[src/usb_mem_config.svh]
`ifndef USB_MEM_CONFIG_SVH
`define USB_MEM_CONFIG_SVH

// On-chip byte store standing in for the DDR3 core
`define USB_MEM_SRAM_BYTES 2048
`define USB_MEM_ADDR_W     11      // log2 of the store size

// Command opcodes, first byte of a BULK OUT packet
`define USB_MEM_OP_WRITE   8'h57   // ASCII 'W'
`define USB_MEM_OP_READ    8'h52   // ASCII 'R'

// Leading byte of every telemetry packet
`define USB_MEM_TELEM_MAGIC 8'hA7

`endif

[src/usb_mem_pkg.sv]
`default_nettype none

`include "usb_mem_config.svh"

package usb_mem_pkg;

  typedef logic [7:0] byte_t;                       // Stream or memory byte
  typedef logic [`USB_MEM_ADDR_W-1:0] mem_addr_t;   // Byte address into the store
  typedef logic [7:0] count_t;                      // Saturating event count

  // Command engine states
  typedef enum logic [3:0] {
    ST_IDLE     = 4'd0,  // Waiting for an opcode
    ST_ADDR_HI  = 4'd1,
    ST_ADDR_LO  = 4'd2,
    ST_LEN      = 4'd3,  // Read length, trailing bytes ignored
    ST_WR_DATA  = 4'd4,
    ST_RD_ISSUE = 4'd5,  // First byte returning from the store
    ST_RD_WAIT  = 4'd6,  // Next byte returning from the store
    ST_RD_SEND  = 4'd7,
    ST_DROP     = 4'd8   // Discard up to tlast
  } cmd_state_t;

endpackage

`default_nettype wire

[src/telemetry_gen.sv]
`timescale 1ns/1ps
`default_nettype none

`include "usb_mem_config.svh"

// Counts engine events and sends a status packet when the button is pressed
module telemetry_gen (
  input  wire                            clock_i,
  input  wire                            rst_n_i,

  input  wire                            send_n_i,   // Active-low button, asynchronous
  input  wire                            wr_done_i,
  input  wire                            rd_done_i,
  input  wire                            cmd_err_i,

  output logic                           tlm_tvalid_o,
  input  wire                            tlm_tready_i,
  output logic                           tlm_tlast_o,
  output usb_mem_pkg::byte_t             tlm_tdata_o
);

  logic [1:0]          btn_sync_q;
  logic                btn_prev_q;
  logic                press;
  logic                tlm_xfer;

  usb_mem_pkg::count_t wr_cnt_q;
  usb_mem_pkg::count_t rd_cnt_q;
  usb_mem_pkg::count_t err_cnt_q;
  usb_mem_pkg::count_t wr_snap_q;
  usb_mem_pkg::count_t rd_snap_q;
  usb_mem_pkg::count_t err_snap_q;

  logic                busy_q;  // Packet pending
  logic [1:0]          wait_q;  // Cycles left before the packet is offered
  logic [1:0]          idx_q;   // Byte index within the packet

  function automatic usb_mem_pkg::count_t sat_inc(input usb_mem_pkg::count_t cnt,
                                                  input logic en);
    sat_inc = (en && (cnt != '1)) ? cnt + 1'b1 : cnt;
  endfunction

  assign press    = btn_prev_q && !btn_sync_q[1];  // Falling edge
  assign tlm_xfer = tlm_tvalid_o && tlm_tready_i;

  always_ff @(posedge clock_i) begin
    if (!rst_n_i) begin
      btn_sync_q <= 2'b11;  // Released
      btn_prev_q <= 1'b1;
      wr_cnt_q   <= '0;
      rd_cnt_q   <= '0;
      err_cnt_q  <= '0;
    end else begin
      btn_sync_q <= {btn_sync_q[0], send_n_i};
      btn_prev_q <= btn_sync_q[1];
      wr_cnt_q   <= sat_inc(wr_cnt_q, wr_done_i);
      rd_cnt_q   <= sat_inc(rd_cnt_q, rd_done_i);
      err_cnt_q  <= sat_inc(err_cnt_q, cmd_err_i);
    end
  end

  // Snapshot only when idle, so a pending packet keeps its bytes
  always_ff @(posedge clock_i) begin
    if (press && !busy_q) begin
      wr_snap_q  <= wr_cnt_q;
      rd_snap_q  <= rd_cnt_q;
      err_snap_q <= err_cnt_q;
    end
  end

  always_ff @(posedge clock_i) begin
    if (!rst_n_i) begin
      busy_q <= 1'b0;
      wait_q <= 2'd0;
      idx_q  <= 2'd0;
    end else if (!busy_q) begin
      if (press) begin
        busy_q <= 1'b1;
        wait_q <= 2'd2;
        idx_q  <= 2'd0;
      end
    end else if (wait_q != 2'd0) begin
      wait_q <= wait_q - 1'b1;
    end else if (tlm_xfer) begin
      if (tlm_tlast_o) busy_q <= 1'b0;
      idx_q <= idx_q + 1'b1;
    end
  end

  assign tlm_tvalid_o = busy_q && (wait_q == 2'd0);
  assign tlm_tlast_o  = tlm_tvalid_o && (idx_q == 2'd3);

  always_comb begin
    case (idx_q)
      2'd0:    tlm_tdata_o = `USB_MEM_TELEM_MAGIC;
      2'd1:    tlm_tdata_o = wr_snap_q;
      2'd2:    tlm_tdata_o = rd_snap_q;
      default: tlm_tdata_o = err_snap_q;
    endcase
  end

endmodule

`default_nettype wire

[config.mk]
export PLATFORM = sky130hd
export DESIGN_NAME = telemetry_gen
export DESIGN_NICKNAME = d
export VERILOG_FILES = /design/src/usb_mem_pkg.sv /design/src/telemetry_gen.sv
export VERILOG_INCLUDE_DIRS = /design/src /design/src/src
export SDC_FILE = /design/constraint.sdc
export NUM_CORES = 1
export LEC_CHECK = 0
export ABC_CLOCK_PERIOD_IN_PS = 2710
export BUFFER_PORTS_ARGS = -buffer_cell sky130_fd_sc_hd__buf_2
export CAP_MARGIN = 0
export CORE_MARGIN = 5
export CORE_UTILIZATION = 35
export CTS_CLUSTER_DIAMETER = 200
export DETAILED_ROUTE_END_ITERATION = 10
export GPL_TIMING_DRIVEN = 0
export HOLD_SLACK_MARGIN = 0.03
export PLACE_DENSITY = 0.5
export SLEW_MARGIN = 0
export SYNTH_ARGS = -nofsm -noshare
export SYNTH_HDL_FRONTEND = slang
export SYNTH_SLANG_ARGS = --single-unit
[constraint.sdc]
create_clock -name clock_i -period 2.71 [get_ports clock_i]
set_input_delay 0.4065 -clock clock_i [delete_from_list [all_inputs] [get_ports clock_i]]
set_output_delay 0.4065 -clock clock_i [all_outputs]
set_load 0.05 [all_outputs]
Word level (Yosys, flattened, before mapping)
Cells that the tools add are included.

Bits in registers: 56. Input bits: 7. Output and inout port bits: 10.

Add/sub/neg operators: 5. Equality and inequality tests: 9. Multiplexer cells: 13. Reductions and logical operators: 16.

Operators by type and width (count): 8-bit by 1-bit adder with 8-bit output (second input constant) (3); 8-bit != test (second input constant) (3); 8-bit case mux with 3 select lines (1); 2-bit 2-to-1 mux (7); 1-bit logical AND (8); 1-bit 2-to-1 mux (5); 2-bit == test (second input constant) (2); 2-bit logical NOT (2); 2-bit != test (second input constant) (2); 2-bit nonzero test (2); 3-bit AND reduction (1); 2-bit by 1-bit adder with 2-bit output (second input constant) (1); 2-bit by 1-bit == test with 1-bit output (second input constant) (1); 1-bit logical NOT (2); 2-bit by 1-bit != test with 1-bit output (second input constant) (1); 2-bit AND reduction (1); 2-bit by 1-bit subtractor with 2-bit output (second input constant) (1).

Longest topological paths before layout
Depth in word-level cells: 7. Gate-level depth with buffers: 6. Mapped depth without buffers: 6.

Worst setup path after synthesis
OpenSTA, ideal clock, no wires.

Path type: register to register. Start: reg busy_q. End: reg idx_q[1]. Setup time: 0.128 ns. Arrival: 2.739 ns. Data required time: 2.582 ns. Slack: -0.156 ns. Cell stages (with the launch flop): 5. Buffers on the path: 0. Period minus slack after synthesis: 2.866 ns. Cell sequence: dfxtp_1 -> nor3b_1 -> nor2_1 -> a22oi_1 -> nor2_1.

Word-level cells in the longest chain between the ends: 4.

RTL lines: from (decl) (RTL line telemetry_gen.sv:34) `logic busy_q;`; from (signal assigned) (RTL line telemetry_gen.sv:73) `busy_q <= 1'b0;`; from (signal assigned) (RTL line telemetry_gen.sv:78) `busy_q <= 1'b1;`; from (signal assigned) (RTL line telemetry_gen.sv:85) `if (tlm_tlast_o) busy_q <= 1'b0;`; 1-bit logical AND (RTL line telemetry_gen.sv:90) `assign tlm_tvalid_o = busy_q && (wait_q == 2'd0);`; 1-bit logical AND (RTL line telemetry_gen.sv:44) `assign tlm_xfer = tlm_tvalid_o && tlm_tready_i;`; 2-bit != test (no source line); 3-bit AND reduction (no source line); to (signal assigned) (RTL line telemetry_gen.sv:86) `idx_q <= idx_q + 1'b1;`; to (decl) (RTL line telemetry_gen.sv:36) `logic [1:0] idx_q;`.

Parallel ways exist; a longest one is shown, timed or not. A chain may end at the register's enable or synchronous reset.

Worst setup path after layout
Start: reg idx_q[0]. End: out tlm_tdata_o[2].

Word-level cells in the longest chain between the ends: 2.

RTL lines: 2-bit == test, or another cell as far along (RTL line telemetry_gen.sv:94) `case (idx_q)`; 8-bit case mux with 3 select lines * (RTL line telemetry_gen.sv:94); to (decl) (RTL line telemetry_gen.sv:19) `output usb_mem_pkg::byte_t tlm_tdata_o`.

Mark *: on every way between the ends. The rest lies on a longest branch, timed or not.

==> flow_metrics.env <==
export IMPL_synth_top_family_by_area="simple AND/OR/NAND/NOR gates"
export IMPL_holdPathStages=2
export IMPL_setup_viol=0
export IMPL_cts_tree="done"
export IMPL_cts_setup_buffers=0
export IMPL_crit_path_start_kind="register"
export IMPL_top_layer="met4"
export IMPL_io_buffers=16
export IMPL_synthAdderAreaFrac_pct=4.70
export IMPL_root_buffer="clkbuf_8"
export IMPL_end_kind="output pin"
export IMPL_crit_type="register to output pin"
export IMPL_avgRoutedWirePerCell_um=14.8
export IMPL_layout_drive_gt1_share_pct=12.8
export IMPL_clockBufferDepth=2
export IMPL_total_power_mw=1.45
export IMPL_switching_share_pct=22.9
export IMPL_period_needed_ps=2440
export IMPL_synth_compound_area_share_pct=14.1
export IMPL_netSwitchingPower_mw=0.332
export IMPL_synth_warnings=0
export IMPL_clkPwrFrac_pct=30.1
export IMPL_powerDensity_nw_per_um2=537
export IMPL_synth_seq_area_share_pct=56.8
export IMPL_holdWs_ps=279
export IMPL_slew_limit_headroom_pct=50.6
export IMPL_grt_max_degree=17
export IMPL_drt_iter0_drc=79
export IMPL_grt_pass1_wl_um=7980
export IMPL_syn_avg_cell_area_um2=11.0
export IMPL_drt_vias_per_instance=5.14
export IMPL_nFillCells=662
export IMPL_fmax_mhz=410
export IMPL_cp_arrival_ps=2030
export IMPL_stdcell_count=323
export IMPL_met1_length_um=2380
export IMPL_synth_edf_count=24
export IMPL_drc_errors=0
export IMPL_reg2reg_slack_ps=1150
export IMPL_r2r_cells=5
export IMPL_start_util_pct=35.6
export IMPL_syn_to_final_growth_pct=12.5
export IMPL_yosys_area_share_simple_pct=16.6
export IMPL_hold_class="input pin to register"
export IMPL_fin_ws_ps=271
export IMPL_drv_slew=0
export IMPL_tightest_slew_ps=740
export IMPL_cts_resized=0
export IMPL_die_w_um=92.7
export IMPL_finClkSkew_ps=6.61
export IMPL_ir_worst_vdd_mv=0.233
export IMPL_r2r_start="err_cnt_q[0]"
export IMPL_finalSetupTns_ps=0
export IMPL_cts_made_buffers=5
export IMPL_place_area_um2=2610
export IMPL_grt_pass1_vias=1555
export IMPL_seqPwrFrac_pct=63.5
export IMPL_max_cap_violations=0
export IMPL_grtUsageTotal_pct=12.1
export IMPL_grt_overflow=0
export IMPL_synth_cell_types=38
export IMPL_rsz0062_at_grt="no"
export IMPL_reg2reg_to="err_cnt_q[0]"
export IMPL_drt_pass1_iterations=4
export IMPL_hold_viol=0
export IMPL_syn_nets=234
export IMPL_muxShareOfSynthArea_pct=2.77
export IMPL_drt_wl_total_um=4780
export IMPL_ys_seq_elements=56
export IMPL_synth_xor_area_share_pct=2.93
export IMPL_cp_max_fo=8
export IMPL_finish_utilization_pct=40.1
export IMPL_clkSlewWorstSetupHoldPaths_ps=90
export IMPL_holdPathEnd="btn_sync_q[0]"
export IMPL_dp_cells=315
export IMPL_p_int_mw=1.11
export IMPL_power_frac_comb_pct=6.4
export IMPL_wl_met2_um=2160
export IMPL_place_gp_congestion=0.787
export IMPL_die_area_um2=8600
export IMPL_grt_antenna_before_repair=0
export IMPL_nNetsFinal=258
export IMPL_place_ws_ps=578
export IMPL_syn_cell_area_um2=2390
export IMPL_cts_hold_buf=0
export IMPL_async_flop_share_pct=0
export IMPL_fin_area_um2=2700
export IMPL_fin_crit_sh_pct=90.0
export IMPL_power_leakage_nw=0.975
export IMPL_htreeDepth=2
export IMPL_core_um2=6720
export IMPL_dpl_hpwl_um=3420
export IMPL_cp_required_ps=2300
export IMPL_n_antenna_cell=0
export IMPL_via_count=1660
export IMPL_rows=30
export IMPL_ant_nets=0
export IMPL_die_h_um=92.7
export IMPL_status="finished clean"
export IMPL_pin_count=17
export IMPL_clk_latency_ps=300
export IMPL_synth_ff_type="dfxtp_1"
export IMPL_holdCritStartpoint="send_n_i"
export IMPL_clkSinkCount=56
export IMPL_met3_length_um=180
export IMPL_syn_inst=218
==> worst max-delay path, stage by stage (launching register included) <==
cell and delay, ps:
dfxtp_1 400, inv_1 110, ha_1 200, clkbuf_1 190, a221o_1 350, mux2_2 270
buf_2 210
==> cells in the mapped netlist (all sizes together) (4+ instances only) <==
library cell | count | share of area (%)
dfxtp | 32 | 27
edfxtp | 24 | 30
nor2 | 19 | 3.0
o21ai | 14 | 2.9
a21oi | 13 | 2.7
nand2 | 13 | 2.0
ha | 9 | 4.7
nand3 | 9 | 1.9
and3 | 7 | 1.9
inv | 7 | 1.1
nand4 | 7 | 2.1
xor2 | 7 | 2.6
clkbuf | 6 | 0.94
a221o | 5 | 2.1
mux2 | 5 | 2.4
a22oi | 4 | 1.3
and4 | 4 | 1.5
nand2b | 4 | 1.0
==> state kept, by name, summed over array words and instances (netlist names) <==
name and cells:
err_cnt_q 8, busy_q 1, wr_snap_q 8, rd_cnt_q 8, wait_q 2, btn_prev_q 1
idx_q 2, wr_cnt_q 8, err_snap_q 8, btn_sync_q 2, rd_snap_q 8
==> placed cells by master, fill, tap and decap left out, types with 2 or more instances in the layout <==
master / Yosys / final
a211oi_1: 2 / 2
a21oi_1: 13 / 13
a221o_1: 5 / 5
a22oi_1: 4 / 4
a311oi_1: 2 / 2
and3_1: 6 / 6
and4_1: 4 / 4
buf_2: 0 / 16
clkbuf_1: 6 / 8
clkbuf_8: 0 / 5
dfxtp_1: 32 / 32
edfxtp_1: 24 / 24
ha_1: 9 / 9
inv_1: 7 / 7
mux2_2: 5 / 5
nand2_1: 13 / 13
nand2b_1: 4 / 4
nand3_1: 9 / 9
nand4_1: 6 / 6
nor2_1: 19 / 19
nor2b_1: 2 / 2
nor3_1: 3 / 3
nor3b_1: 3 / 2
o211a_1: 2 / 2
o211ai_1: 2 / 2
o21a_1: 2 / 2
o21ai_0: 14 / 14
o31ai_1: 2 / 2
xor2_1: 7 / 7
==> power by group through the flow <==
stage | combinational, mW | clock, mW | sequential, mW
finish | 0.0923 | 0.436 | 0.918
global route | 0.104 | 0.493 | 0.922
CTS | 0.0943 | 0.457 | 0.919
detailed placement | 0.0941 | 0 | 0.938
global placement | 0.0891 | 0 | 0.938
floorplan | 0.0628 | 0 | 0.932
==> worst max path at each step <==
| stage | depth (start not counted) | end | start |
|---|---|---|---|
| 5_1_grt | 6 | tlm_tdata_o[5] | idx_q[0] |
| 4_1_cts | 6 | tlm_tdata_o[2] | idx_q[0] |
| 2_1_floorplan | 5 | tlm_tdata_o[3] | idx_q[0] |
| 3_5_place_dp | 6 | tlm_tdata_o[2] | idx_q[0] |
| 6_report | 6 | tlm_tdata_o[2] | idx_q[0] |
| 3_3_place_gp | 4 | idx_q[1] | busy_q |
==> layer usage <==
metal | track usage (%) | up-vias
met5 | 0 | -
met4 | 4.03 | 0
met3 | 2.84 | 5
met2 | 18.3 | 24
met1 | 17.0 | 774
li1 | - | 857
==> kinds of logic (layout without fill, tap and decap cells) <==
| logic type | after synthesis | after routing |
|---|---|---|
| simple gates | 75 | 75 |
| flops | 56 | 56 |
| compound gates | 51 | 51 |
| buf+inv | 13 | 38 |
| fa+ha+maj | 9 | 9 |
| xor+xnor | 8 | 8 |
| mux | 6 | 6 |
==> cell type report <==
cell class / count / area, um2 / area share (%)
inverters: 7 / 26.3 / 0.975
repair buffers: 17 / 108 / 3.99
plain buffers: 6 / 22.5 / 0.836
clock inverters: 1 / 5.00 / 0.186
multi-input cells: 149 / 996 / 37.0
well taps: 80 / 100 / 3.71
flip-flops and latches: 56 / 1360 / 50.5
clock buffers: 7 / 76.3 / 2.83
Note: power is estimated with default switching activity, not from simulation.
