--- src/usb_mem_config.svh ---
`ifndef USB_MEM_CONFIG_SVH
`define USB_MEM_CONFIG_SVH

// On-chip byte store standing in for the DDR3 core
`define USB_MEM_SRAM_BYTES 2048
`define USB_MEM_ADDR_W     11      // log2 of the store size

// Command opcodes, first byte of a BULK OUT packet
`define USB_MEM_OP_WRITE   8'h57   // ASCII 'W'
`define USB_MEM_OP_READ    8'h52   // ASCII 'R'

// Leading byte of every telemetry packet
`define USB_MEM_TELEM_MAGIC 8'hA7

`endif

--- src/usb_mem_pkg.sv ---
`default_nettype none

`include "usb_mem_config.svh"

package usb_mem_pkg;

  typedef logic [7:0] byte_t;                       // Stream or memory byte
  typedef logic [`USB_MEM_ADDR_W-1:0] mem_addr_t;   // Byte address into the store
  typedef logic [7:0] count_t;                      // Saturating event count

  // Command engine states
  typedef enum logic [3:0] {
    ST_IDLE     = 4'd0,  // Waiting for an opcode
    ST_ADDR_HI  = 4'd1,
    ST_ADDR_LO  = 4'd2,
    ST_LEN      = 4'd3,  // Read length, trailing bytes ignored
    ST_WR_DATA  = 4'd4,
    ST_RD_ISSUE = 4'd5,  // First byte returning from the store
    ST_RD_WAIT  = 4'd6,  // Next byte returning from the store
    ST_RD_SEND  = 4'd7,
    ST_DROP     = 4'd8   // Discard up to tlast
  } cmd_state_t;

endpackage

`default_nettype wire

--- src/mem_cmd_engine.sv ---
`timescale 1ns/1ps
`default_nettype none

`include "usb_mem_config.svh"

// Parses BULK OUT command packets, writes into the store and streams reads back
module mem_cmd_engine (
  input  wire                            clock_i,
  input  wire                            rst_n_i,

  // BULK OUT command stream
  input  wire                            blko_tvalid_i,
  output logic                           blko_tready_o,
  input  wire                            blko_tlast_i,
  input  wire usb_mem_pkg::byte_t        blko_tdata_i,

  // Read response stream
  output logic                           rsp_tvalid_o,
  input  wire                            rsp_tready_i,
  output logic                           rsp_tlast_o,
  output usb_mem_pkg::byte_t             rsp_tdata_o,

  // Byte store port
  output usb_mem_pkg::mem_addr_t         mem_addr_o,
  output logic                           mem_we_o,
  output usb_mem_pkg::byte_t             mem_wdata_o,
  input  wire usb_mem_pkg::byte_t        mem_rdata_i,

  // Single-cycle event strobes
  output logic                           wr_done_o,
  output logic                           rd_done_o,
  output logic                           cmd_err_o
);

  usb_mem_pkg::cmd_state_t state_q;
  logic                    is_rd_q;     // Header belongs to a read command
  logic                    len_seen_q;  // Length byte already taken
  logic                    wr_done_q;
  logic                    rd_done_q;
  logic                    err_q;

  usb_mem_pkg::byte_t      addr_hi_q;
  usb_mem_pkg::mem_addr_t  addr_q;      // Next byte to write or read
  logic [8:0]              rd_left_q;   // Response bytes still to send, 1 to 256
  usb_mem_pkg::byte_t      hold_q;      // Response holding register

  logic [15:0]             addr_full;
  logic                    op_known;
  logic                    out_acc;     // BULK OUT byte accepted this cycle
  logic                    rsp_xfer;    // Response byte transferred this cycle

  // No new command while a read response is pending
  assign blko_tready_o = (state_q != usb_mem_pkg::ST_RD_ISSUE) &&
                         (state_q != usb_mem_pkg::ST_RD_WAIT) &&
                         (state_q != usb_mem_pkg::ST_RD_SEND);

  assign out_acc   = blko_tvalid_i && blko_tready_o;
  assign addr_full = {addr_hi_q, blko_tdata_i};
  assign op_known  = (blko_tdata_i == `USB_MEM_OP_WRITE) || (blko_tdata_i == `USB_MEM_OP_READ);

  assign rsp_tvalid_o = (state_q == usb_mem_pkg::ST_RD_SEND);
  assign rsp_tlast_o  = rsp_tvalid_o && (rd_left_q == 9'd1);
  assign rsp_tdata_o  = hold_q;
  assign rsp_xfer     = rsp_tvalid_o && rsp_tready_i;

  // Next read address goes out in the transfer cycle, so one byte every two cycles
  assign mem_addr_o  = rsp_xfer ? addr_q + 1'b1 : addr_q;
  assign mem_we_o    = (state_q == usb_mem_pkg::ST_WR_DATA) && out_acc;
  assign mem_wdata_o = blko_tdata_i;

  assign wr_done_o = wr_done_q;
  assign rd_done_o = rd_done_q;
  assign cmd_err_o = err_q;

  always_ff @(posedge clock_i) begin
    if (!rst_n_i) begin
      state_q    <= usb_mem_pkg::ST_IDLE;
      is_rd_q    <= 1'b0;
      len_seen_q <= 1'b0;
      wr_done_q  <= 1'b0;
      rd_done_q  <= 1'b0;
      err_q      <= 1'b0;
    end else begin
      wr_done_q <= 1'b0;
      rd_done_q <= 1'b0;
      err_q     <= 1'b0;
      case (state_q)
        usb_mem_pkg::ST_IDLE: if (out_acc) begin
          is_rd_q <= (blko_tdata_i == `USB_MEM_OP_READ);
          if (blko_tlast_i) begin
            err_q <= 1'b1;  // Opcode alone, or unknown opcode
          end else begin
            state_q <= op_known ? usb_mem_pkg::ST_ADDR_HI : usb_mem_pkg::ST_DROP;
          end
        end
        usb_mem_pkg::ST_ADDR_HI: if (out_acc) begin
          if (blko_tlast_i) begin
            err_q   <= 1'b1;
            state_q <= usb_mem_pkg::ST_IDLE;
          end else begin
            state_q <= usb_mem_pkg::ST_ADDR_LO;
          end
        end
        usb_mem_pkg::ST_ADDR_LO: if (out_acc) begin
          len_seen_q <= 1'b0;
          if (blko_tlast_i) begin
            // A bare write header is complete, a read still needs its length
            err_q     <= is_rd_q;
            wr_done_q <= !is_rd_q;
            state_q   <= usb_mem_pkg::ST_IDLE;
          end else begin
            state_q <= is_rd_q ? usb_mem_pkg::ST_LEN : usb_mem_pkg::ST_WR_DATA;
          end
        end
        usb_mem_pkg::ST_LEN: if (out_acc) begin
          len_seen_q <= 1'b1;
          if (blko_tlast_i) state_q <= usb_mem_pkg::ST_RD_ISSUE;
        end
        usb_mem_pkg::ST_WR_DATA: if (out_acc && blko_tlast_i) begin
          wr_done_q <= 1'b1;
          state_q   <= usb_mem_pkg::ST_IDLE;
        end
        usb_mem_pkg::ST_RD_ISSUE: state_q <= usb_mem_pkg::ST_RD_SEND;
        usb_mem_pkg::ST_RD_WAIT:  state_q <= usb_mem_pkg::ST_RD_SEND;
        usb_mem_pkg::ST_RD_SEND: if (rsp_xfer) begin
          if (rsp_tlast_o) begin
            rd_done_q <= 1'b1;
            state_q   <= usb_mem_pkg::ST_IDLE;
          end else begin
            state_q <= usb_mem_pkg::ST_RD_WAIT;
          end
        end
        usb_mem_pkg::ST_DROP: if (out_acc && blko_tlast_i) begin
          err_q   <= 1'b1;
          state_q <= usb_mem_pkg::ST_IDLE;
        end
        default: state_q <= usb_mem_pkg::ST_IDLE;
      endcase
    end
  end

  // Address, length and response data path
  always_ff @(posedge clock_i) begin
    if ((state_q == usb_mem_pkg::ST_ADDR_HI) && out_acc) addr_hi_q <= blko_tdata_i;
    if ((state_q == usb_mem_pkg::ST_ADDR_LO) && out_acc) begin
      addr_q <= addr_full[`USB_MEM_ADDR_W-1:0];  // Upper address bits ignored
    end
    if (mem_we_o || rsp_xfer) addr_q <= addr_q + 1'b1;  // Wraps at the store size

    if ((state_q == usb_mem_pkg::ST_LEN) && out_acc && !len_seen_q) begin
      rd_left_q <= (blko_tdata_i == 8'd0) ? 9'd256 : {1'b0, blko_tdata_i};
    end
    if (rsp_xfer) rd_left_q <= rd_left_q - 1'b1;

    if ((state_q == usb_mem_pkg::ST_RD_ISSUE) || (state_q == usb_mem_pkg::ST_RD_WAIT)) begin
      hold_q <= mem_rdata_i;
    end
  end

endmodule

`default_nettype wire

--- config.mk ---
export PLATFORM = sky130hd
export DESIGN_NAME = mem_cmd_engine
export DESIGN_NICKNAME = d
export VERILOG_FILES = /design/src/usb_mem_pkg.sv /design/src/mem_cmd_engine.sv
export VERILOG_INCLUDE_DIRS = /design/src /design/src/src
export SDC_FILE = /design/constraint.sdc
export NUM_CORES = 1
export LEC_CHECK = 0
export BUFFER_PORTS_ARGS = -buffer_cell sky130_fd_sc_hd__buf_2
export CORE_UTILIZATION = 30
export DETAILED_ROUTE_END_ITERATION = 8
export GPL_TIMING_DRIVEN = 0
export HOLD_SLACK_MARGIN = 0.03
export PLACE_DENSITY = 0.61
export SLEW_MARGIN = 20
export SYNTH_ARGS = -nofsm -noshare
export SYNTH_HDL_FRONTEND = slang
export SYNTH_SLANG_ARGS = --single-unit
--- constraint.sdc ---
create_clock -name clock_i -period 2.2 [get_ports clock_i]
set_clock_uncertainty 0.15 [all_clocks]
set_input_delay 0.33 -clock clock_i [delete_from_list [all_inputs] [get_ports clock_i]]
set_output_delay 0.33 -clock clock_i [all_outputs]
set_load 0.03 [all_outputs]
## After elaboration in Yosys (flattened, before gate mapping)

Index checks and enable logic that the tools add are counted.

| word-level totals | value |
|---|---|
| register bits | 40 |
| bits of input ports | 21 |
| output and inout bits | 34 |
| logic and storage cells | 95 |

| operators by class | value |
|---|---|
| add/subtract/negate cells | 2 |
| eq/ne operators | 22 |
| mux-type cells | 33 |
| reductions and logical operators | 28 |

Operators by type and width:

| operator | count |
|---|---|
| $mux 4 | 9 |
| $mux 11 | 3 |
| $pmux 4 s7 | 1 |
| $mux 9 | 3 |
| $eq 4x3->1 const B | 4 |
| $eq 8x7->1 const B | 2 |
| $ne 2x2->1 const B | 6 |
| $ne 4x3->1 const B | 3 |
| $add 11x1->11 const B | 1 |
| $logic_and 1x1->1 | 11 |
| $mux 1 | 10 |
| $eq 9x1->1 const B | 1 |
| $mux 3 | 3 |
| $sub 9x1->9 const B | 1 |
| $eq 4x2->1 const B | 2 |
| $logic_not 8->1 | 1 |
| $reduce_and 8->1 | 1 |
| $reduce_and 3->1 | 2 |
| $reduce_bool 2->1 | 3 |
| $reduce_or 2->1 | 3 |
| $eq 4x1->1 const B | 1 |
| $eq 4x4->1 const B | 1 |
| $logic_not 4->1 | 1 |
| $ne 2x1->1 const B | 2 |
| 6 further kinds | 10 |

## Logic depth before layout (Yosys ltp)

| logic depth | value |
|---|---|
| word-level depth | 8 |
| gate-level depth with buffers | 6 |
| mapped depth without buffers | 6 |

## Worst setup path after synthesis

No wires, ideal clock.

| timing | value |
|---|---|
| path kind | flip-flop to output port |
| start | reg state_q[1] |
| end | out mem_addr_o[4] |
| arrival time | 1841 ps |
| required time | 1720 ps |
| slack | -121 ps |
| cell stages (with the launch flop) | 7 |
| cell sequence | dfxtp_1 buf_2 and4b_1 nand2_1 clkbuf_1 nor2_1 xor2_1 |

| on the way | value |
|---|---|
| longest elaborated chain between the ends | 3 |

Ends and longest elaborated chain:

| what | RTL line | text |
|---|---|---|
| from (decl) | mem_cmd_engine.sv:35 | `usb_mem_pkg::cmd_state_t state_q;` |
| from (signal assigned) | mem_cmd_engine.sv:77 | `state_q <= usb_mem_pkg::ST_IDLE;` |
| from (signal assigned) | mem_cmd_engine.sv:93 | `state_q <= op_known ? usb_mem_pkg::ST_ADDR_HI : usb_mem_pkg::ST_DROP;` |
| from (signal assigned) | mem_cmd_engine.sv:99 | `state_q <= usb_mem_pkg::ST_IDLE;` |
| $eq 4x3->1 | mem_cmd_engine.sv:61 | `assign rsp_tvalid_o = (state_q == usb_mem_pkg::ST_RD_SEND);` |
| net rsp_tvalid_o | mem_cmd_engine.sv:18 | `output logic rsp_tvalid_o,` |
| $logic_and 1x1->1 | mem_cmd_engine.sv:64 | `assign rsp_xfer = rsp_tvalid_o && rsp_tready_i;` |
| $mux 11 | mem_cmd_engine.sv:67 | `assign mem_addr_o = rsp_xfer ? addr_q + 1'b1 : addr_q;` |
| to (decl) | mem_cmd_engine.sv:24 | `output usb_mem_pkg::mem_addr_t mem_addr_o,` |

The timed path passes the listed nets, and every way through them passes these cells.

## Final worst setup path

| timing | value |
|---|---|
| start | reg state_q[3] |
| end | out mem_addr_o[7] |

| on the way | value |
|---|---|
| longest elaborated chain between the ends | 3 |

Ends and longest elaborated chain:

| what | RTL line |
|---|---|
| $eq 4x3->1 | mem_cmd_engine.sv:61 |
| $logic_and 1x1->1 | mem_cmd_engine.sv:64 |
| $mux 11 | mem_cmd_engine.sv:67 |

No other way between the ends.

==> results_dict.tcl <==
set metrics [dict create \
    grt_max_degree 15 \
    arrival_ns 1.78 \
    cts_num_sinks 40 \
    finalHoldViolCount 0 \
    synthTopCellsByCount "nand2_1 (36), edfxtp_1 (31), o21ai_0 (21)" \
    p_per_area_nw_per_um2 847.5 \
    gp_congestion 0.8833 \
    finalWorstSetupSlack_ns -0.06140 \
    drtIter0Drc 153 \
    final.setup.tns_ns -0.4027 \
    antenna_cells 0 \
    remaining_drc_errors 0 \
    clk_latency_ns 0.30 \
    crit_chain "buf_6, nand3b_1, nor2_4, buf_12, nand4_1, xnor2_2, buf_6" \
    totalWireLength_um 6446 \
    ir_drop_mv 0.2998 \
    root_buffer "clkbuf_8" \
    path_max_fanout 5 \
    timing.final.crit_share_pct 102.8 \
    slowest_delay_ns 0.35 \
    cp-end-kind "primary output" \
    yosys.area.top_type_share_pct 39.57 \
    grt_pass1_wl_um 10180 \
    path_class "reg -> out" \
    rr_worst_depth 5 \
    crit_path_top_delay_cell "dfxtp_2" \
    die-width_um 90.55 \
    numPortBuffers 53 \
    period_needed_ns 2.261 \
    async_flop_share_pct 0 \
    slew_viol_final 0 \
    antenna_found_initial 0 \
    drive_gt1_share_pct 44.41 \
    critPathBufInv 3 \
    ios 55 \
    start_util_pct 31.75 \
    status "complete, but fails checks" \
    yosys_register_bits 40 \
    worstPathRequired_ns 1.72 \
    final_nets 372 \
    grt_pass1_vias 2053 \
    cp.depth 7 \
    hold_class "in -> reg" \
    postCtsHoldBufs 0 \
    report.power.total_mw 2.957 \
    synth_area_um2 2352 \
    start_kind "flop" \
    die-area_um2 8199 \
    synth_area_per_cell_um2 9.485 \
    yosysMostFrequentCell "nand2_1" \
    synthTopCellsByArea "edfxtp_1 (40%), dfxtp_1 (7.7%), xnor2_1 (7.1%)" \
    yosysSeqAreaShare_pct 47.23 \
    yosys_warnings 0 \
    max_freq_mhz 442.2 \
    synthFlopType "edfxtp_1" \
    rows 31 \
    cts_buffers 5 \
    grtUsageTotal_pct 15.76 \
    clockBufferDepth 2 \
    worst_slew_pin_slew_ns 0.9128 \
    finalSetupViolCount 14 \
    fillCellCount 673 \
    wl_per_cell_um 14.39 \
    violations "setup timing" \
    vias 2200 \
    synth.distinct_cells 44 \
    dp_hpwl_um 4139 \
    grt_overflow 0 \
    crit_family "simple AND/OR/NAND/NOR gates" \
    drtAntennaViolNets 0 \
    synthToLayoutAreaGrowth_pct 48.35 \
    hold_slack_ns 0.05597 \
    cts-htree-levels 2 \
    drt_first_pass_iters 4 \
    cts_tree "built" \
    path_common_cell "buf_6" \
    rsz0062_at_grt "yes" \
    min_path_cells 1 \
    die_h_um 90.55 \
    syn_inst 248 \
    synthesis.nets 272 \
    coreArea_um2 7408 \
    clk_pin_slew_ns 0.08 \
    yosys.area.top_type "edfxtp_1" \
    cap_violations 0 \
    synth-edff-count 31 \
    leakagePower_nw 1.416 \
    drt-vias-per-instance 4.911 \
    relSlewSlack_pct 39.15 \
]
-- metal layers --
metal	wire length [µm]	track usage, %	up-vias
li1	-	-	1081
met1	2799	20.59	1044
met2	3239	26.14	65
met3	297	3.114	10
met4	110	4.839	0
met5	0	0	-
-- final timing paths --
path,start,endpoint,slack [ns]
worst min-delay path,mem_rdata_i[7],rsp_tdata_o[7]$_DFFE_PP_,0.06
worst max-delay path,state_q[3]$_SDFFE_PN0P_,mem_addr_o[7],-0.06
worst min register to register,is_rd_q$_SDFFE_PN0P_,is_rd_q$_SDFFE_PN0P_,0.36
worst max register to register,state_q[3]$_SDFFE_PN0P_,rd_left_q[2]$_DFFE_PP_,-0.02
-- cell type report --
| class | instances | area (µm²) | share of cell area (%) |
|---|---|---|---|
| Sequential cell | 40 | 1119 | 32.05 |
| Inverter | 11 | 41.29 | 1.183 |
| Tap cell | 99 | 123.9 | 3.550 |
| Clock buffer | 5 | 68.82 | 1.972 |
| Clock inverter | 3 | 46.29 | 1.327 |
| Multi-Input combinational cell | 178 | 1303 | 37.33 |
| Buffer | 18 | 145.1 | 4.159 |
| Timing Repair Buffer | 94 | 643.1 | 18.43 |
-- repair_timing --
| item | 4_1_cts | 5_1_grt |
|---|---|---|
| resized for setup | 46 | 28 |
| setup buffers | 14 | 27 |
| gates cloned | 0 | 0 |
| endpoints found under the setup margin | 22 | 20 |
| endpoints found under the hold margin | 0 | 0 |
| pin swaps | 5 | 11 |
-- through the flow --
stage / cell area, µm² / cells / utilization [%] / setup slack, ns
3_3_place_gp: 2794 / 400 / 37.71 / -0.3416
5_1_grt: 3490 / 448 / 47.10 / -0.1470
6_report: 3490 / 448 / 47.10 / -0.06140
4_1_cts: 3206 / 422 / 43.27 / -0.04817
3_5_place_dp: 2794 / 400 / 37.71 / -0.3511
2_1_floorplan: 2405 / 248 / - / -0.02342
-- registers in the layout, indices dropped and copies added, names as in the netlist --
name,count
rsp_tdata_o,8
rd_done_o,1
cmd_err_o,1
state_q,4
rd_left_q,9
addr_hi_q,3
wr_done_o,1
addr_q,11
is_rd_q,1
len_seen_q,1
-- kinds of logic after synthesis --
group / after synthesis / synth area share (%)
AO/OA/AOI/OAI: 44 / 11.44
XOR/XNOR: 28 / 10.43
adder cells (fa/ha/maj): 3 / 1.596
AND/OR/NAND/NOR: 100 / 21.49
multiplexers: 3 / 1.330
flip-flops: 40 / 47.23
buffers and inverters: 30 / 6.489
-- power by group --
group          internal, mW  switching [mW]
logic                 0.534           0.721
clock network         0.342           0.288
registers             0.966           0.107
total                  1.84            1.12
-- cells in the final DEF (no fill, tap or decap), types with 3 or more instances in the layout --
cell type and count:
nand2_2 4, nor3_1 6, nor4_1 3, dfxtp_1 5, a31oi_1 4, nor2_4 4
clkbuf_8 6, and4b_1 3, nor2_1 13, nand3_1 6, xnor2_1 13, nand4_1 3
buf_2 45, nand3b_1 3, o21ai_0 21, dfxtp_2 3, inv_1 11, buf_4 52
xor2_1 8, nand2_1 31, buf_6 12, edfxtp_1 31, or3_1 3, a21oi_1 4
xnor2_2 6
Note: power is estimated with default switching activity, not from simulation.
