<file path="config.mk">
export PLATFORM = sky130hd
export DESIGN_NAME = bulk_in_arbiter
export DESIGN_NICKNAME = d
export VERILOG_FILES = /design/src/usb_mem_pkg.sv /design/src/bulk_in_arbiter.sv
export VERILOG_INCLUDE_DIRS = /design/src /design/src/src
export SDC_FILE = /design/constraint.sdc
export NUM_CORES = 1
export LEC_CHECK = 0
export ABC_AREA = 1
export BUFFER_PORTS_ARGS = -buffer_cell sky130_fd_sc_hd__buf_2
export CORE_AREA = 2 2 39 41
export DETAILED_ROUTE_END_ITERATION = 12
export DIE_AREA = 0 0 41 43
export GPL_TIMING_DRIVEN = 0
export MAX_ROUTING_LAYER = met4
export SETUP_SLACK_MARGIN = 0.5
export SYNTH_ARGS = -nofsm -noshare
export SYNTH_HDL_FRONTEND = slang
export SYNTH_SLANG_ARGS = --single-unit
</file>
<file path="constraint.sdc">
create_clock -name clock_i -period 2.8 [get_ports clock_i]
set_input_delay 0.42 -clock clock_i [delete_from_list [all_inputs] [get_ports clock_i]]
set_output_delay 0.42 -clock clock_i [all_outputs]
set_load 0.02 [all_outputs]
</file>
<file path="src/usb_mem_config.svh">
`ifndef USB_MEM_CONFIG_SVH
`define USB_MEM_CONFIG_SVH

// On-chip byte store standing in for the DDR3 core
`define USB_MEM_SRAM_BYTES 2048
`define USB_MEM_ADDR_W     11      // log2 of the store size

// Command opcodes, first byte of a BULK OUT packet
`define USB_MEM_OP_WRITE   8'h57   // ASCII 'W'
`define USB_MEM_OP_READ    8'h52   // ASCII 'R'

// Leading byte of every telemetry packet
`define USB_MEM_TELEM_MAGIC 8'hA7

`endif

</file>
<file path="src/usb_mem_pkg.sv">
`default_nettype none

`include "usb_mem_config.svh"

package usb_mem_pkg;

  typedef logic [7:0] byte_t;                       // Stream or memory byte
  typedef logic [`USB_MEM_ADDR_W-1:0] mem_addr_t;   // Byte address into the store
  typedef logic [7:0] count_t;                      // Saturating event count

  // Command engine states
  typedef enum logic [3:0] {
    ST_IDLE     = 4'd0,  // Waiting for an opcode
    ST_ADDR_HI  = 4'd1,
    ST_ADDR_LO  = 4'd2,
    ST_LEN      = 4'd3,  // Read length, trailing bytes ignored
    ST_WR_DATA  = 4'd4,
    ST_RD_ISSUE = 4'd5,  // First byte returning from the store
    ST_RD_WAIT  = 4'd6,  // Next byte returning from the store
    ST_RD_SEND  = 4'd7,
    ST_DROP     = 4'd8   // Discard up to tlast
  } cmd_state_t;

endpackage

`default_nettype wire

</file>
<file path="src/bulk_in_arbiter.sv">
`timescale 1ns/1ps
`default_nettype none

// Merges the response and telemetry streams into BULK IN, one whole packet at a time
module bulk_in_arbiter (
  input  wire                            clock_i,
  input  wire                            rst_n_i,

  input  wire                            rsp_tvalid_i,   // Read responses
  output logic                           rsp_tready_o,
  input  wire                            rsp_tlast_i,
  input  wire usb_mem_pkg::byte_t        rsp_tdata_i,

  input  wire                            tlm_tvalid_i,   // Telemetry packets
  output logic                           tlm_tready_o,
  input  wire                            tlm_tlast_i,
  input  wire usb_mem_pkg::byte_t        tlm_tdata_i,

  output logic                           blki_tvalid_o,  // To the USB core
  input  wire                            blki_tready_i,
  output logic                           blki_tlast_o,
  output usb_mem_pkg::byte_t             blki_tdata_o
);

  logic lock_q;      // Packet in progress or offered
  logic lock_tlm_q;  // Locked source is telemetry
  logic last_tlm_q;  // Telemetry finished the previous packet
  logic grant_tlm;
  logic blki_xfer;

  always_comb begin
    if (lock_q) begin
      grant_tlm = lock_tlm_q;
    end else if (rsp_tvalid_i && tlm_tvalid_i) begin
      grant_tlm = !last_tlm_q;  // Alternate on contention
    end else begin
      grant_tlm = tlm_tvalid_i;
    end
  end

  // Zero-latency forwarding of the granted source
  assign blki_tvalid_o = grant_tlm ? tlm_tvalid_i : rsp_tvalid_i;
  assign blki_tlast_o  = grant_tlm ? tlm_tlast_i  : rsp_tlast_i;
  assign blki_tdata_o  = grant_tlm ? tlm_tdata_i  : rsp_tdata_i;
  assign rsp_tready_o  = !grant_tlm && blki_tready_i;
  assign tlm_tready_o  = grant_tlm && blki_tready_i;
  assign blki_xfer     = blki_tvalid_o && blki_tready_i;

  // Hold the grant while a byte is offered, release on the transferred last byte
  always_ff @(posedge clock_i) begin
    if (!rst_n_i) begin
      lock_q     <= 1'b0;
      lock_tlm_q <= 1'b0;
      last_tlm_q <= 1'b0;
    end else if (blki_tvalid_o) begin
      if (blki_xfer && blki_tlast_o) begin
        lock_q     <= 1'b0;
        last_tlm_q <= grant_tlm;
      end else begin
        lock_q     <= 1'b1;
        lock_tlm_q <= grant_tlm;
      end
    end
  end

endmodule

`default_nettype wire

</file>
Word-level counts from Yosys, hierarchy flattened:

Cells that the tools add are included.

* muxes and demuxes: 6
* bitwise operators: 1
* reduce and logical (&&, ||, !) cells: 9

Operators with widths (number)
* two-way mux 8 bit: 1
* logical AND 1 bit: 5
* two-way mux 1 bit: 5
* AND reduction 2 bit: 2
* zero test 1 bit: 2
* NOT 1 bit: 1

* bits in registers: 3
* bits of input ports: 23
* output and inout port bits: 12
* word-level logic and storage cells: 19

Logic depth before layout (Yosys ltp):

Gate-level depths: netlist of the first run.

* depth in word-level cells: 8
* depth in mapped cells: 9
* gate-level depth less buffers: 9

Worst setup path after synthesis of the first run:

Ideal clock, no wire load.

* path kind: in2out
* start: in rsp_tvalid_i
* end: out tlm_tready_o
* arrival: 1.208 ns
* data required time: 2.380 ns
* setup slack: 1.172 ns
* stages on the path: 7
* path buffers: 2
* cells stage by stage: nand2_1 -> nand3_2 -> nand2_1 -> buf_6 -> inv_4 -> buf_6 -> nor2_1

* longest elaborated chain between the ends: 4

RTL lines
* start: declaration: RTL line bulk_in_arbiter.sv:9 `input wire rsp_tvalid_i,`
* logical AND 1 bit: RTL line bulk_in_arbiter.sv:34 `end else if (rsp_tvalid_i && tlm_tvalid_i) begin`
* two-way mux 1 bit: RTL line bulk_in_arbiter.sv:34
* two-way mux 1 bit: RTL line bulk_in_arbiter.sv:32 `if (lock_q) begin`
* logical AND 1 bit: RTL line bulk_in_arbiter.sv:46 `assign tlm_tready_o = grant_tlm && blki_tready_i;`
* end: declaration: RTL line bulk_in_arbiter.sv:15 `output logic tlm_tready_o,`

No other way between the ends.

Worst setup path after layout of the first run:

* start: reg lock_q
* end: out blki_tdata_o[1]

* longest elaborated chain between the ends: 2

RTL lines
* start: declaration: RTL line bulk_in_arbiter.sv:25 `logic lock_q;`
* start signal: assignment: RTL line bulk_in_arbiter.sv:52 `lock_q <= 1'b0;`
* start signal: assignment: RTL line bulk_in_arbiter.sv:57 `lock_q <= 1'b0;`
* start signal: assignment: RTL line bulk_in_arbiter.sv:60 `lock_q <= 1'b1;`
* two-way mux 1 bit: RTL line bulk_in_arbiter.sv:32
* two-way mux 8 bit: RTL line bulk_in_arbiter.sv:44 `assign blki_tdata_o = grant_tlm ? tlm_tdata_i : rsp_tdata_i;`
* end: declaration: RTL line bulk_in_arbiter.sv:22 `output usb_mem_pkg::byte_t blki_tdata_o`

No other way between the ends.

==> results of run 1 <==
[cell usage in the layout, fill, tap and decap left out]
cell	Yosys	routed
inv_4	1	1
a21oi_1	1	1
nand3_2	2	2
nand2_1	32	32
nand3b_1	1	1
nor2_1	6	6
dfxtp_1	3	3
inv_1	5	5
o21ai_0	1	1
nand3_1	3	3
clkbuf_4	0	3
clkbuf_1	0	1
buf_2	0	34
and2_4	1	1
or2_1	1	1
nor2_2	1	1
buf_6	2	2
[logic make-up after synthesis]
family | share of synthesized area
compound gates | 0.0309
flops | 0.185
simple gates | 0.637
buf+inv | 0.147
[sequential cells by signal, summed over array words and instances (netlist names)]
name / flops
lock_q: 1
lock_tlm_q: 1
last_tlm_q: 1
[worst max path at each step]
stage,cells after the start,endpoint,slack (ns),startpoint
6_report,9,blki_tdata_o[1],1.02,lock_q
3_3_place_gp,10,blki_tdata_o[4],1.05,rsp_tvalid_i
3_5_place_dp,10,blki_tdata_o[5],1.05,rsp_tvalid_i
2_1_floorplan,7,tlm_tready_o,1.17,rsp_tvalid_i
4_1_cts,9,blki_tdata_o[5],0.99,lock_q
5_1_grt,9,blki_tdata_o[0],0.86,lock_q
[per-layer routing]
metal	share of wire	up-vias
li1	-	258
met1	0.41	178
met2	0.40	30
met3	0.18	0
met4	0	0
met5	0	-
[synth_stat cells, drive strengths merged]
master / number
a21oi: 1
nand2: 32
and2: 1
buf: 2
or2: 1
nor2: 7
nand3b: 1
dfxtp: 3
o21ai: 1
nand3: 5
inv: 6
[report_power, final]
group,internal [uW],switching (uW),total [uW]
logic,57.1,84.5,142
registers,48.5,3.06,51.5
clock network,53.3,20.3,73.6
[final cells by class]
| type | instances | area, sq um |
|---|---|---|
| tap | 16 | 20.0 |
| buffer | 2 | 22.5 |
| fill | 157 | 843 |
| clock buffer | 4 | 26.3 |
| sequential | 3 | 60.1 |
| timing repair buffer | 34 | 170 |
| inverter | 6 | 25.0 |
| multi-input combinational | 49 | 216 |
[worst reg2reg max path, delay by kind of cell (launching register included)]
family,cells,cell delay (ns)
buffers and inverters,1,0.06
flip-flops,1,0.34
AND/OR/NAND/NOR,8,0.65
[metrics by stage]
| step | instance area, sq um | power [uW] | util | hold WS (ns) | setup slack (ns) |
|---|---|---|---|---|---|
| final | 541 | 267 | 0.391 | 0.434 | 1.02 |
| after global placement | 514 | 195 | 0.372 | 0.482 | 1.05 |
| after floorplan | 324 | 149 | - | 0.451 | 1.17 |
| after global routing | 541 | 296 | 0.391 | 0.443 | 0.856 |
| after CTS | 541 | 273 | 0.391 | 0.433 | 0.992 |
| after detailed placement | 514 | 196 | 0.372 | 0.491 | 1.05 |
==> results.cfg, run 1 <==
[place]
numPortBuffers = 34
place_inst = 110
hpwl_um = 753
gp_congestion = 0.696

[worst_setup_path]
crit_chain = inv_1 -> nand3_2 -> nand2_1 -> buf_6 -> inv_4 -> buf_6 -> nand2_1 -> nand2_1 -> buf_2
critPathBufInv = 5
r2r_start = lock_q
crit_type = reg -> out
start_kind = flip-flop
critPathTopFamily = buffers and inverters
r2r-end = last_tlm_q
end_kind = output pin
slowest_delay_ns = 0.34
required_ns = 2.38
arrival_ns = 1.36
cp_max_fo = 10
cpMaxStageDelayCell = dfxtp_1
rr_worst_depth = 9
path_common_cell = nand2_1
r2r_slack_ns = 1.65

[worst_hold_path]
min_path_type = in -> reg
min_path_cells = 3
min_from = rst_n_i
hold_end = lock_tlm_q

[final_layout]
final-instance-count-excl-fill = 114
antenna_cells = 0
syn_to_final_growth_pct = 66.8
drive_above_1_share = 0.449
final_nets = 122

[global_route]
grt_busiest_layer = met2
antenna_found_initial = 0
grt_max_degree = 11
gr-usage-met1 = 0.106
grtUsageMet2 = 0.197
gr-usage-all-layers = 0.111
grt_overflow = 0
first_global_vias = 392
grt_pass1_wl_um = 1350
grt_util_met3 = 0.0471

[timing]
skew_ns = 0.00333
tns_ns = 0
fin_crit_sh = 0.635
drv_slew = 0
fmaxAchievable_mhz = 562
rsz0062_at_grt = no
worstMarginPinSlew_ns = 0.168
setup_viol = 0
slew_headroom = 0.888
hold_violations = 0
fin_crit_ns = 1.78

[floorplan]
core_sq_mm = 0.00138
start_util = 0.234
dieArea_sq_mm = 0.00176
die_x_um = 41
die_y_um = 43
num_rows = 14
ioPinCount = 35

[cts]
clock-root-buffer = clkbuf_4
cts_max_path_buffers = 2
path_clk_slew_ns = 0.04
cts_tree = yes
cts_made_buffers = 3
post-cts-setup-buffer-count = 0
worstSkewPairLatency_ns = 0.23
ctsResizeCount = 0
holdBufCountCts = 0
htreeDepth = 1
cts_num_sinks = 3

[job]
cap_violations = 0

[synthesis]
synth_warnings = 0
yosysSeqAreaShare = 0.185
syn_area_per_cell_sq_um = 5.40
synth_cells = 60
synth_top_area_share = 0.371
synth-seq-cells = 3
synth_cell_type_count = 14
synth_area_leaders = nand2_1 37%, dfxtp_1 19%, buf_6 6.9%
netlist_area_sq_um = 324
synth_top_area_cell = nand2_1
syn-num-nets = 83

[pwr]
peakVddDrop_uv = 334
p_per_area_mw_per_mm2 = 494
leakagePower_uw = 0.000347

[detailed_routing]
drt_wl_total_um = 877
drc = 0
dr.first_iter.drc_count = 1
drt-pass1-iter-count = 2
ant_nets = 0
routedWlPerCell_um = 7.69
viasPerCell = 4.09
vias = 466

[status]
status = completed
Power figures use the tool's default switching activity.
==> run 2, diff against run 1 <==
--- a/config.mk
+++ b/config.mk
@@ -6,7 +6,7 @@
 export SDC_FILE = /design/constraint.sdc
 export NUM_CORES = 1
 export LEC_CHECK = 0
-export ABC_AREA = 1
+export ABC_AREA = 0
 export BUFFER_PORTS_ARGS = -buffer_cell sky130_fd_sc_hd__buf_2
 export CORE_AREA = 2 2 39 41
 export DETAILED_ROUTE_END_ITERATION = 12
==> constraint.sdc (replaced) <==
create_clock -name clock_i -period 1.6 [get_ports clock_i]
set_input_delay 0.24 -clock clock_i [delete_from_list [all_inputs] [get_ports clock_i]]
set_output_delay 0.24 -clock clock_i [all_outputs]
set_load 0.02 [all_outputs]
==> run 2 against run 1 <==
Compared with the run above: the flow now finishes with violations (setup timing); critical endpoint is now blki_tdata_o[4]; non-clock buffer count increased by 8; sequential share of layout area decreased by 2.2 points; sequential power increased by 70%; register-to-register slack got worse by 1.7 ns; first-iteration DRC count increased to 4.0 times the previous value; clock power increased by 79%; setup slack got worse by 1.1 ns; synthesized area increased by 0.39%; clock skew increased by 0.00098 ns; final cell count decreased by 16%; critical path type unchanged; routed wire length increased by 16%; highest routed layer unchanged.
==> results.cfg, run 2 <==
[pwr]
p_sw_frac = 0.325
seqPwrFrac = 0.167
finalPower_uw = 525
p_sw_uw = 171
cellInternalPower_uw = 354
leakagePower_uw = 0.000389
p_per_area_mw_per_mm2 = 678
combinationalPowerShare = 0.582
peakVddDrop_uv = 358
clockPowerShare = 0.251

[cts]
cts_num_sinks = 3
worstSkewPairLatency_ns = 0.23
clock-root-buffer = clkbuf_4
path_clk_slew_ns = 0.04
cts_tree = yes
htreeDepth = 1
cts_made_buffers = 3
cts_max_path_buffers = 2

[status]
status = complete, but fails checks
violations = setup timing

[timing]
worstMarginPinSlew_ns = 0.226
setup_ws_ns = -0.124
skew_ns = 0.00431
fin_crit_ns = 1.72
hold_violations = 0
slew_headroom = 0.846
fmaxAchievable_mhz = 580
rsz0062_at_grt = yes
drv_slew = 0
tns_ns = -1.05
fin_crit_sh = 1.08
setup_viol = 9

[worst_hold_path]
min_path_type = in -> reg
min_from = rst_n_i

[global_route]
gr-usage-all-layers = 0.137
antenna_found_initial = 0
grt_max_degree = 8
first_global_vias = 433
grt_pass1_wl_um = 1590
grt_overflow = 0

[floorplan]
start_util = 0.235
die_x_um = 41
die_y_um = 43
core_sq_mm = 0.00138
dieArea_sq_mm = 0.00176
ioPinCount = 35
num_rows = 14

[synthesis]
syn-num-nets = 56
synth_flop_cell = dfxtp_1
synth_cells = 33
synth_cell_type_count = 21
yosysSeqAreaShare = 0.185
synth_top_area_cell = mux2_2
synth_area_leaders = mux2_2 28%, dfxtp_1 18%, a21oi_4 5.0%
netlist_area_sq_um = 325
synth_top_area_share = 0.277
synth_edf_count = 0
ys_top_cells_by_count = 8 x mux2_2, 3 x dfxtp_1, 3 x nand2_1
synth_warnings = 0
synth.most_common_cell = mux2_2
synth-async-reset-ratio = 0
synth-seq-cells = 3
syn_area_per_cell_sq_um = 9.86

[worst_setup_path]
end_kind = output pin
startpoint = lock_q
arrival_ns = 1.48
r2r_start = lock_q
crit_type = reg -> out
cp_max_fo = 5
required_ns = 1.36
start_kind = flip-flop

[place]
place_inst = 83
gp_congestion = 0.657
numPortBuffers = 34
dpl_cell_area_sq_um = 564

[detailed_routing]
drt_wl_total_um = 1020
dr.first_iter.drc_count = 4
ant_nets = 0
vias = 446
drc = 0
drt-pass1-iter-count = 3
routedWlPerCell_um = 10.6
viasPerCell = 4.65

[final_layout]
fin_util = 0.560
most-common-layout-cells = 23 x buf_2, 17 x buf_6, 9 x mux2_4, 4 x buf_4
final-seq-area_sq_um = 68.8
drive_above_1_share = 0.838
final_nets = 104
fillers = 122
design_area_sq_um = 774
antenna_cells = 0
final-instance-count-excl-fill = 96
syn_to_final_growth_pct = 138
multi_input_comb_area_sq_um = 315
reg_top3 = last_tlm_q x1, lock_q x1, lock_tlm_q x1
final_common_cell = buf_2

[job]
cap_violations = 0
-- run 2: path summary, 6_finish.rpt --
kind	endpoint	slack, ns	cells past startpoint
min	last_tlm_q	0.28	3
max	blki_tdata_o[4]	-0.12	4
min reg2reg	last_tlm_q	0.48	2
max reg2reg	lock_q	0	6
-- run 2: repair_timing --
action                     4_1_cts  5_1_grt
cloned                           1        0
hold buffers                     0        0
pin swaps                        1        1
setup endpoints to repair       15       15
buffers inserted                 6        2
hold endpoints to repair         0        0
gates resized for setup         30        6
-- run 2: kinds of logic (layout without fill, tap and decap cells) --
group / after synthesis / after routing / synth area share
simple gates: 10 / 10 / 0.173
buf+inv: 3 / 50 / 0.0462
compound gates: 6 / 6 / 0.200
flops: 3 / 3 / 0.185
mux: 11 / 11 / 0.396
-- run 2: per-stage QoR --
step | hold WS [ns] | setup WS (ns)
after detailed placement | 0.480 | -0.0840
after CTS | 0.280 | -0.153
after floorplan | 0.357 | 0.175
final | 0.276 | -0.124
after global placement | 0.469 | -0.0901
after global routing | 0.285 | -0.181
-- run 2: final cells by class --
cell class,count,area share
plain buffers,1,0.0145
clock buffers,4,0.0339
inverters,2,0.00969
multi-input cells,27,0.407
flip-flops and latches,3,0.0889
well taps,16,0.0258
repair buffers,43,0.420
-- run 2: layer usage --
layer,vias to the layer above,part of all wire,routed length [um],GRT usage
li1,219,-,-,-
met5,-,0,0,-
met1,193,0.43,435,0.160
met4,0,0,0,0.0800
met3,0,0.12,120,0.0471
met2,34,0.45,464,0.194
-- run 2: power groups by stage --
stage,Sequential [uW],Clock (uW),Combinational (uW)
after global placement,90.1,0,208
final,87.5,132,305
after global routing,88.6,146,324
after floorplan,88.9,0,143
after CTS,87.6,139,289
after detailed placement,90.4,0,209
-- run 2: critical path, cell delays in order (launching register included) --
cell     delay [ns]
dfxtp_4        0.35
mux2i_4        0.29
buf_6          0.17
mux2_4         0.31
buf_6          0.13
==> run 3, diff against run 2 <==
--- a/config.mk
+++ b/config.mk
@@ -7,13 +7,14 @@
 export NUM_CORES = 1
 export LEC_CHECK = 0
 export ABC_AREA = 0
-export BUFFER_PORTS_ARGS = -buffer_cell sky130_fd_sc_hd__buf_2
+export BUFFER_PORTS_ARGS = -buffer_cell sky130_fd_sc_hd__buf_4
 export CORE_AREA = 2 2 39 41
 export DETAILED_ROUTE_END_ITERATION = 12
 export DIE_AREA = 0 0 41 43
 export GPL_TIMING_DRIVEN = 0
 export MAX_ROUTING_LAYER = met4
 export SETUP_SLACK_MARGIN = 0.5
+export SKIP_CTS_REPAIR_TIMING = 1
 export SYNTH_ARGS = -nofsm -noshare
 export SYNTH_HDL_FRONTEND = slang
 export SYNTH_SLANG_ARGS = --single-unit
==> run 3 against run 2 <==
Compared with the run above: the run still ends with setup timing left; clock-buffer cell count is the same; combinational power is essentially flat; via count shrank 0.45%; routed wire length grew 1.1%; critical endpoint is now blki_tlast_o; largest cell class unchanged.
==> results.cfg, run 3 (same netlist as run 2, synthesis figures left out) <==
[status]
status = complete, but fails checks
violations = setup timing

[final_layout]
fillers = 138
reg_top3 = last_tlm_q x1, lock_q x1, lock_tlm_q x1
final_common_cell = buf_4
antenna_cells = 0
syn_to_final_growth_pct = 147
final-instance-count-excl-fill = 95
final_nets = 103
drive_above_1_share = 0.835
most-common-layout-cells = 31 x buf_4, 12 x buf_6, 9 x mux2_4, 3 x nand2_1, 3 x clkbuf_4

[worst_setup_path]
start_kind = flip-flop
cp_max_fo = 6
arrival_ns = 1.54
end_kind = output pin
required_ns = 1.36
crit_type = reg -> out

[global_route]
gr-usage-all-layers = 0.115
antenna_found_initial = 0
grt_pass1_wl_um = 1390
first_global_vias = 401
grt_max_degree = 11
grt_overflow = 0

[timing]
fmaxAchievable_mhz = 562
fin_crit_ns = 1.78
setup_viol = 10
slew_headroom = 0.826
setup_ws_ns = -0.181
fin_crit_sh = 1.11
rsz0062_at_grt = yes
worstMarginPinSlew_ns = 0.255
hold_violations = 0
hold_ws_ns = 0.277
skew_ns = 0.000695
drv_slew = 0

[pwr]
peakVddDrop_uv = 289
clockPowerShare = 0.248
leakagePower_uw = 0.000394
cellInternalPower_uw = 359
combinationalPowerShare = 0.583
p_sw_uw = 165
p_per_area_mw_per_mm2 = 653
p_sw_frac = 0.315
seqPwrFrac = 0.169

[cts]
cts_tree = yes
path_clk_slew_ns = 0.03
worstSkewPairLatency_ns = 0.23
cts_made_buffers = 3
cts_num_sinks = 3
cts_max_path_buffers = 2
htreeDepth = 1
clock-root-buffer = clkbuf_4

[floorplan]
die_x_um = 41
ioPinCount = 35
dieArea_sq_mm = 0.00176
start_util = 0.235
die_y_um = 43
num_rows = 14
core_sq_mm = 0.00138

[detailed_routing]
ant_nets = 0
drt-pass1-iter-count = 4
dr.first_iter.drc_count = 5
viasPerCell = 4.67
drc = 0
vias = 444
routedWlPerCell_um = 10.9
drt_wl_total_um = 1030

[place]
hpwl_um = 810
place_inst = 83
numPortBuffers = 34
post-place-ws_ns = -0.0916
gp_congestion = 0.636

[worst_hold_path]
min_path_type = in -> reg

[job]
cap_violations = 0
==> run 3: layout make-up <==
| class | instances | area [sq um] | share of cell area |
|---|---|---|---|
| repair buffers | 42 | 357 | 0.445 |
| multi-input cells | 27 | 312 | 0.388 |
| flip-flops and latches | 3 | 68.8 | 0.0858 |
| clock buffers | 4 | 26.3 | 0.0328 |
| well taps | 16 | 20.0 | 0.0250 |
| plain buffers | 1 | 11.3 | 0.0140 |
| inverters | 2 | 7.51 | 0.00936 |
==> run 3: final timing paths <==
path | from | slack (ns) | endpoint | cells after the start
worst max-delay path | lock_q | -0.18 | blki_tlast_o | 4
worst min-delay path | blki_tready_i | 0.28 | lock_q | 2
worst max register to register | lock_q | 0.15 | lock_q | 4
worst min register to register | last_tlm_q | 0.48 | last_tlm_q | 2
==> run 3: through the flow <==
step,total power (uW),area [sq um],util,setup TNS [ns]
global route,558,802,0.580,-1.92
floorplan,231,374,-,0
detailed placement,335,649,0.469,-0.599
global placement,332,649,0.469,-0.599
CTS,472,676,0.488,-2.15
finish,524,802,0.580,-1.41
==> run 3: power groups by stage <==
| stage | clock network [uW] | registers, uW | logic, uW |
|---|---|---|---|
| 2_1_floorplan | 0 | 88.9 | 143 |
| 3_5_place_dp | 0 | 90.3 | 244 |
| 3_3_place_gp | 0 | 90.0 | 242 |
| 4_1_cts | 138 | 89.3 | 245 |
| 6_report | 130 | 88.6 | 305 |
| 5_1_grt | 146 | 89.4 | 322 |
==> run 3: layer usage <==
layer	share of wire	routed length (um)	track usage
met5	0	0	-
met4	0	0	0.0600
met3	0.14	143	0.0314
met2	0.45	466	0.169
met1	0.41	422	0.137
==> run 3: worst max-delay path, stage by stage (launching register included) <==
cell	delay (ns)
dfxtp_4	0.36
mux2i_4	0.31
buf_4	0.17
mux2_4	0.30
buf_4	0.16
